===== src/hdl/glay_consts.svh =====
// ------------------------------------------------
// Response path constants
// Port count, field widths, FIFO sizing and the
// reset-busy window shared by the design
// ------------------------------------------------

`ifndef GLAY_CONSTS_SVH
`define GLAY_CONSTS_SVH

// Memory receiver ports
`define GLAY_NUM_RECEIVERS 4

// Payload field widths
`define GLAY_ID_W 16
`define GLAY_CMD_W 2
`define GLAY_TAG_W 6
`define GLAY_COUNT_W 16

// Per-port input FIFO sizing
`define GLAY_IN_FIFO_DEPTH 16
`define GLAY_IN_PROG_THRESH 12

// Output cache FIFO sizing
`define GLAY_OUT_FIFO_DEPTH 32
`define GLAY_OUT_PROG_THRESH 16

// FIFO busy window after reset, in cycles
`define GLAY_RST_BUSY_CYCLES 4

`endif


===== src/hdl/glay_pkg.sv =====
// ------------------------------------------------
// Response path types
// Packet layout, the two views of the data word,
// FIFO state bundles and the decoded result
// ------------------------------------------------

`include "glay_consts.svh"
`default_nettype none

package glay_pkg;

  // Command codes, 2'b11 is not assigned
  typedef enum logic [`GLAY_CMD_W-1:0] {
    CMD_NONE   = 2'b00,
    CMD_VERTEX = 2'b01,
    CMD_EDGE   = 2'b10
  } response_cmd_t;

  // ------------------------------------------------
  // Data word views
  // ------------------------------------------------
  // Vertex property read
  typedef struct packed {
    logic [`GLAY_ID_W-1:0] vertex_id;
    logic [`GLAY_ID_W-1:0] prop_value;
  } vertex_view_t;

  // Edge read
  typedef struct packed {
    logic [`GLAY_ID_W-1:0] src_id;
    logic [`GLAY_ID_W-1:0] dst_id;
  } edge_view_t;

  // Same 32 bits, meaning set by the command
  typedef union packed {
    vertex_view_t as_vertex;
    edge_view_t   as_edge;
  } response_data_u;

  // ------------------------------------------------
  // Packets
  // ------------------------------------------------
  typedef struct packed {
    response_cmd_t         cmd;
    logic [`GLAY_TAG_W-1:0] tag;
    response_data_u        data;
  } memory_response_payload_t;

  typedef struct packed {
    logic                     valid;
    memory_response_payload_t payload;
  } memory_response_t;

  // ------------------------------------------------
  // FIFO state towards the consumer
  // ------------------------------------------------
  typedef struct packed {
    logic rd_en;
  } fifo_state_in_t;

  typedef struct packed {
    logic empty;
    logic full;
    logic prog_full;
  } fifo_state_out_t;

  // Decoder result, ids are zero on a bad command
  typedef struct packed {
    logic                   valid;
    logic                   is_vertex;
    logic                   is_edge;
    logic                   bad_cmd;
    logic [`GLAY_TAG_W-1:0] tag;
    logic [`GLAY_ID_W-1:0]  first_id;
    logic [`GLAY_ID_W-1:0]  second_id;
  } decoded_response_t;

endpackage : glay_pkg

`default_nettype wire


===== src/hdl/response_decoder.sv =====
// ------------------------------------------------
// Response decoder
// Reads the data word as vertex or edge by its
// command, registers the result and counts
// vertex and edge responses
// ------------------------------------------------

`include "glay_consts.svh"
`default_nettype none

module response_decoder (
  input  logic                          ap_clk,
  input  logic                          areset_control,
  input  glay_pkg::memory_response_t    response_in,
  output glay_pkg::decoded_response_t   result,
  output logic [`GLAY_COUNT_W-1:0]      vertex_count,
  output logic [`GLAY_COUNT_W-1:0]      edge_count
);

  import glay_pkg::*;

  decoded_response_t dec;

  // ------------------------------------------------
  // Command decode
  // ------------------------------------------------
  always_comb begin
    dec       = '0;
    dec.valid = response_in.valid;
    dec.tag   = response_in.payload.tag;
    case (response_in.payload.cmd)
      CMD_VERTEX: begin
        dec.is_vertex = 1'b1;
        dec.first_id  = response_in.payload.data.as_vertex.vertex_id;
        dec.second_id = response_in.payload.data.as_vertex.prop_value;
      end
      CMD_EDGE: begin
        dec.is_edge   = 1'b1;
        dec.first_id  = response_in.payload.data.as_edge.src_id;
        dec.second_id = response_in.payload.data.as_edge.dst_id;
      end
      // None or unassigned code, ids stay zero
      default: dec.bad_cmd = 1'b1;
    endcase
  end

  // Result register
  always_ff @(posedge ap_clk) begin
    if (areset_control) begin
      result.valid <= 1'b0;
    end else begin
      result.valid <= dec.valid;
    end
  end

  always_ff @(posedge ap_clk) begin
    result.is_vertex <= dec.is_vertex;
    result.is_edge   <= dec.is_edge;
    result.bad_cmd   <= dec.bad_cmd;
    result.tag       <= dec.tag;
    result.first_id  <= dec.first_id;
    result.second_id <= dec.second_id;
  end

  // Counters, bad commands leave both alone
  always_ff @(posedge ap_clk) begin
    if (areset_control) begin
      vertex_count <= '0;
      edge_count   <= '0;
    end else if (dec.valid) begin
      vertex_count <= vertex_count + `GLAY_COUNT_W'(dec.is_vertex);
      edge_count   <= edge_count + `GLAY_COUNT_W'(dec.is_edge);
    end
  end

endmodule : response_decoder

`default_nettype wire


===== config.mk =====
export PLATFORM = sky130hd
export DESIGN_NAME = response_decoder
export DESIGN_NICKNAME = d
export VERILOG_FILES = /design/src/hdl/glay_pkg.sv /design/src/hdl/response_decoder.sv
export VERILOG_INCLUDE_DIRS = /design/src /design/src/hdl
export SDC_FILE = /design/constraint.sdc
export NUM_CORES = 1
export LEC_CHECK = 0
export BUFFER_PORTS_ARGS = -buffer_cell sky130_fd_sc_hd__buf_2
export CAP_MARGIN = 0
export CELL_PAD_IN_SITES_DETAIL_PLACEMENT = 1
export CELL_PAD_IN_SITES_GLOBAL_PLACEMENT = 1
export CORE_MARGIN = 2
export CORE_UTILIZATION = 34
export DETAILED_ROUTE_END_ITERATION = 8
export PLACE_DENSITY = 0.79
export SKIP_LAST_GASP = 1
export SLEW_MARGIN = 0
export SYNTH_ARGS = -nofsm -noshare
export SYNTH_HDL_FRONTEND = slang
export SYNTH_SLANG_ARGS = --single-unit

===== constraint.sdc =====
create_clock -name ap_clk -period 2.2 [get_ports ap_clk]
set_input_delay 0.22 -clock ap_clk [delete_from_list [all_inputs] [get_ports ap_clk]]
set_output_delay 0.22 -clock ap_clk [all_outputs]
set_load 0.02 [all_outputs]

==> summary.txt, run 1 <==
Outcome
  – Status: finished, final reports clean

Final layout
  – Area of the multi-input gates: 1090 um^2
  – Layout cells sized above 1: 0.367
  – Synth-to-layout area growth: 36.5%
  – Sequential Area: 1480 um^2
  – Total Nets Final: 433
  – Finished Layout Cells: 489
  – Antenna diodes: 0
  – Fill count: 903

Yosys
  – Syn nets: 308
  – Main synth FF type: dfxtp_1
  – Cell count after synthesis: 257
  – Synthesized area: 2640 um^2
  – Register area share after synthesis: 0.562
  – Fraction of registers with async set/reset: 0
  – Ys Warns: 0
  – Synthesis-stage register bit count: 74
  – Synth top area share: 0.562
  – Post-synth EDFFs: 0
  – Area leader, netlist: dfxtp_1
  – Most common cell in the netlist: dfxtp_1
  – Dominant cells by area after synthesis: dfxtp_1 56%, nor2b_1 8.1%, ha_1 3.8%, nor2_1 3.7%, xor2_1 3.7%
  – Syn avg cell area: 10.3 um^2
  – Top cells by count, synth: 74 x dfxtp_1, 34 x nor2b_1, 26 x nor2_1
  – Synth unique cells: 31

Clocking
  – Postcts setup bufs: 0
  – TritonCTS Buffers: 9
  – Clock root buffer master: clkbuf_8
  – H-tree Lvls: 3
  – # resized after CTS: 0
  – Max Buffers Root-to-Sink: 2
  – Clock Latency Late Sink: 340 ps
  – Clock transition at path regs: 80 ps
  – CTS tree: built
  – Clock Sinks: 74
  – Hold Buf Count CTS: 6

Drt
  – Post-route ant nets: 0
  – Final wirelength: 6760 um
  – DRC: 0
  – DRT Pass-1 Iters: 4
  – Routed via count: 2280
  – Avg WL per Cell: 13.8 um
  – Vias/cell: 4.66
  – Initial DRC Count: 70

STA
  – Final period util: 0.808
  – Worst Skew: ~5.5 ps
  – Crit path time final: 1780 ps
  – Slew @ Worst Pin: 407 ps
  – Relative slew slack: 0.726
  – RSZ-0062 raised after global routing: false
  – Final WS setup: 423 ps
  – Sum Neg Setup Slack: 0 ps
  – FMAX: between 500 and 600 MHz
  – # setup viols final: 0
  – Slew Viols, Final: 0
  – Final hold violation count: 0

Power and ir drop
  – Max VDD drop: between 500 and 600 uV
  – Cell Pwr Density: 788 nW/um^2
  – Leakage: 1.67 nW

Global routing
  – Largest net degree at the start of global routing: 34
  – First-pass GRT wire length: around 11000 um
  – Grt ovf: 0
  – Vias in the first global route: 2354
  – Overall Global Routing Usage: 0.166
  – Initial antenna violation count: 0

Placed design
  – Pre-CTS setup slack: 245 ps
  – DP Cell Count: roughly 470
  – Port buffer count: 116
  – GPL Wtd Cong: 0.771
  – DPL Wire Length: 4980 um

Worst setup path
  – CP endpoint kind: register
  – Crit path DAT: 2050 ps
  – Critical path startpoint category: register
  – Crit Path Category: reg -> reg
  – Worst EP required: around 2500 ps
  – Critical path fanouts, max: 5

Die
  – Die Ht: roughly 92 um
  – Ports: 117
  – Die X: 92.0 um
  – Initial core utilization: 0.346
  – Die area: between 8000 and 9000 um^2
  – CORE AREA: ~7600 um^2
  – Site row count: 32

Flow run
  – Max-Cap Viols: 0

Min path
  – Hold crit path type: in -> reg
[cell families after synthesis]
logic type	count (synthesis)	synth area share
xor gates and xnor gates	19	0.0632
DFF	74	0.562
muxes	6	0.0237
adders and majority gates	8	0.0380
AOI/OAI and AO/OA	14	0.0294
buffers and inverters	15	0.0242
and+or+nand+nor	121	0.259
[worst paths after layout]
kind	startpoint	to	slack (ps)	cells after the start
max reg2reg	vertex_count[0]	vertex_count[14]	420	6
max	vertex_count[0]	vertex_count[14]	420	6
min	response_in[6]	result[6]	90	2
min reg2reg	vertex_count[14]	vertex_count[14]	500	2
[critical path: stages, from the launching register on]
cell,delay (ps)
dfxtp_1,390
ha_1,210
ha_1,250
and3_1,200
nand2_1,70
or4_1,460
a21oi_1,140
[metrics by stage]
stage                     total power, mW  hold WS, ps  utilization  instance area (um^2)
after CTS                            2.88         71.1        0.473                  3600
after detailed placement             1.71          324        0.436                  3320
after global placement               1.70          322        0.436                  3320
after floorplan                      1.59          248            -                  2640
after global routing                 2.96         70.9        0.473                  3600
final                                2.83         85.8        0.473                  3600
[final cells by class]
cell class / instances / share of cell area
clock buffer: 11 / 0.0393
sequential: 74 / 0.412
timing repair buffer: 125 / 0.184
tap: 102 / 0.0355
inverter: 4 / 0.00418
clock inverter: 5 / 0.0216
multi-input combinational: 168 / 0.303
[sequential cells by signal (all words and copies together), names as in the netlist]
register / count
edge_count: 16
result: 42
vertex_count: 16
[cells in the final DEF, fill, tap and decap left out, types with 7 or more instances in the layout]
master,instances
ha_1,8
nand4_1,14
buf_2,116
xor2_1,11
xnor2_1,8
nor2_1,26
dfxtp_1,74
clkbuf_8,10
a21oi_1,7
nand2_1,10
nor2b_1,34
nand3_1,9
[per-layer routing]
layer	vias to the layer above	global-route usage	wire, um
li1	1111	-	-
met1	1069	0.185	2790
met2	93	0.283	3220
met3	7	0.0740	666
met4	0	0.0560	82
met5	-	0	0
[power breakdown]
group          total (mW)  internal, mW  leakage (nW)  switching [mW]
Clock                1.15         0.666         0.109           0.483
Sequential           1.41          1.40         0.609          0.0160
Combinational       0.268         0.104         0.951           0.164
Power figures use the tool's default switching activity.
==> inputs of run 2 (changes only) <==
==> constraint.sdc (replaced) <==
create_clock -name ap_clk -period 1.8 [get_ports ap_clk]
set_input_delay 0.18 -clock ap_clk [delete_from_list [all_inputs] [get_ports ap_clk]]
set_output_delay 0.18 -clock ap_clk [all_outputs]
set_load 0.02 [all_outputs]
==> run 2 against run 1 <==
First-iteration DRC count decreased by 21%; non-clock buffer count grew 11; critical path depth stayed put; utilization grew 0.81 points; worst setup slack worse by 280 ps; flip-flop and latch count did not move; clock-buffer cell count up 1; power is 14% higher; design area increased by 1.7%; die area did not move; combinational power up 25%; critical endpoint unchanged.
==> summary.txt, run 2 (same netlist as run 1, synthesis figures left out) <==
Worst setup path
  – Critical path startpoint category: register
  – Largest delay share family, worst path: simple AND/OR/NAND/NOR gates
  – R2r startpoint: vertex_count[0]
  – Setup crit start: vertex_count[0]
  – CP peak stage delay: 480 ps
  – FF-to-FF setup slack: 140 ps
  – Crit Path Category: reg -> reg
  – Crit path to: vertex_count[14]
  – WP buf/inv: 0
  – Worst path depth: 6
  – Worst R2R End: vertex_count[14]
  – Critical path fanouts, max: 4
  – Crit path DAT: 1920 ps
  – CP endpoint kind: register
  – Worst EP required: 2070 ps
  – Worst R2R Path Depth: 6
  – CP cell instances: ha_1, ha_2, and3_4, nand2_1, or4_4, a21oi_2
  – Slowest cell on the critical path: or4_4

STA
  – Slew @ Worst Pin: 403 ps
  – RSZ-0062 raised after global routing: false
  – Sum Neg Setup Slack: 0 ps
  – Final period util: 0.920
  – # setup viols final: 0
  – Crit path time final: 1660 ps
  – Relative slew slack: 0.731
  – Worst Skew: 12.0 ps
  – Final hold violation count: 0
  – FMAX: 604 MHz
  – Slew Viols, Final: 0
  – Final WS setup: 143 ps

Final layout
  – Biggest regs: result (42), edge_count (16), vertex_count (16)
  – Layout Utilization: 0.481
  – Antenna diodes: 0
  – Biggest register: result
  – Post-route cell area: 3660 um^2
  – Finished Layout Cells: 500
  – Most frequent cells in the layout: 116 x buf_2, 73 x dfxtp_1, 34 x nor2b_1
  – Most common cell after layout, fill and taps aside: buf_2
  – Max FFs per register: 42
  – Synth-to-layout area growth: 38.8%
  – Total Nets Final: 444
  – Layout cells sized above 1: 0.397

Global routing
  – Overall Global Routing Usage: 0.162
  – First-pass GRT wire length: approximately 11000 um
  – Initial antenna violation count: 0
  – Met2 usage: 0.277
  – GR Util met3: 0.0789
  – Vias in the first global route: 2375
  – Met1 Resource Use GR: 0.174
  – Grt ovf: 0
  – Largest net degree at the start of global routing: 34
  – Gr busiest metal: met2

Placed design
  – DPL Wire Length: 5070 um
  – GPL Wtd Cong: 0.754
  – Pre-CTS setup slack: -66.3 ps
  – Placed Area: about 3400 um^2
  – DP Cell Count: 478
  – Port buffer count: between 100 and 150

Drt
  – Post-route ant nets: 0
  – DRC: 0
  – Avg WL per Cell: approximately 13 um
  – Routed via count: 2357
  – Initial DRC Count: 55
  – Final wirelength: 6660 um
  – Vias/cell: approximately 4.7
  – DRT Pass-1 Iters: 4

Clocking
  – Clock Latency Late Sink: 330 ps
  – Clock transition at path regs: 70 ps
  – Postcts setup bufs: 0
  – TritonCTS Buffers: 9
  – CTS tree: built
  – H-tree Lvls: 3
  – Clock root buffer master: clkbuf_8
  – Clock Sinks: 74
  – Max Buffers Root-to-Sink: 2

Outcome
  – Status: finished, final reports clean

Die
  – Die area: between 8000 and 9000 um^2
  – CORE AREA: 7610 um^2
  – Site row count: 32
  – Ports: 117
  – Die Ht: 92.0 um
  – Initial core utilization: 0.346
  – Die X: 92.0 um

Min path
  – Hold crit path type: in -> reg
  – Hold Crit Depth: 2

Power and ir drop
  – Cell Pwr Density: 884 nW/um^2
  – Max VDD drop: about 570 uV
  – Leakage: 1.71 nW

Flow run
  – Max-Cap Viols: 0
## run 2: worst min-delay path by stage
stage / start / end / slack [ps]
after global routing: response_in[31] / result[31] / 40
final: response_in[21] / result[21] / 60
after floorplan: response_in[32] / result[32] / 210
after global placement: response_in[35] / result[35] / 280
after detailed placement: response_in[34] / result[34] / 280
after CTS: response_in[17] / result[17] / 40
## run 2: cell type report
cell class / count / area, um^2
clock buffers: 12 / 155
inverters: 4 / 15.0
flip-flops and latches: 74 / 1480
fillers: 899 / 3950
repair buffers: 136 / 746
clock inverters: 4 / 26.3
multi-input cells: 168 / 1100
well taps: 102 / 128
## run 2: through the flow
stage	total power, mW	hold slack, ps
final	3.23	57.2
after global routing	3.39	36.1
after CTS	3.29	42.6
after detailed placement	2.10	284
after global placement	2.09	282
after floorplan	1.95	208
## run 2: routing by layer
| layer | up-vias | part of all wire | wire (um) |
|---|---|---|---|
| met5 | - | 0 | 0 |
| met3 | 10 | 0.10 | 670 |
| met2 | 91 | 0.48 | 3230 |
| met4 | 0 | 0.013 | 85 |
| met1 | 1111 | 0.40 | 2680 |
| li1 | 1145 | - | - |
## run 2: power breakdown
group / total, mW / leakage (nW) / switching [mW] / internal, mW
Sequential: 1.73 / 0.609 / 0.0200 / 1.71
Combinational: 0.335 / 1.01 / 0.202 / 0.133
Clock: 1.17 / 0.0924 / 0.595 / 0.575
## run 2: repair_timing
| action | CTS | global route |
|---|---|---|
| endpoints found under the setup margin | 0 | 1 |
| hold buffers | 6 | 0 |
| gates resized for setup | 0 | 5 |
| endpoints found under the hold margin | 6 | 0 |
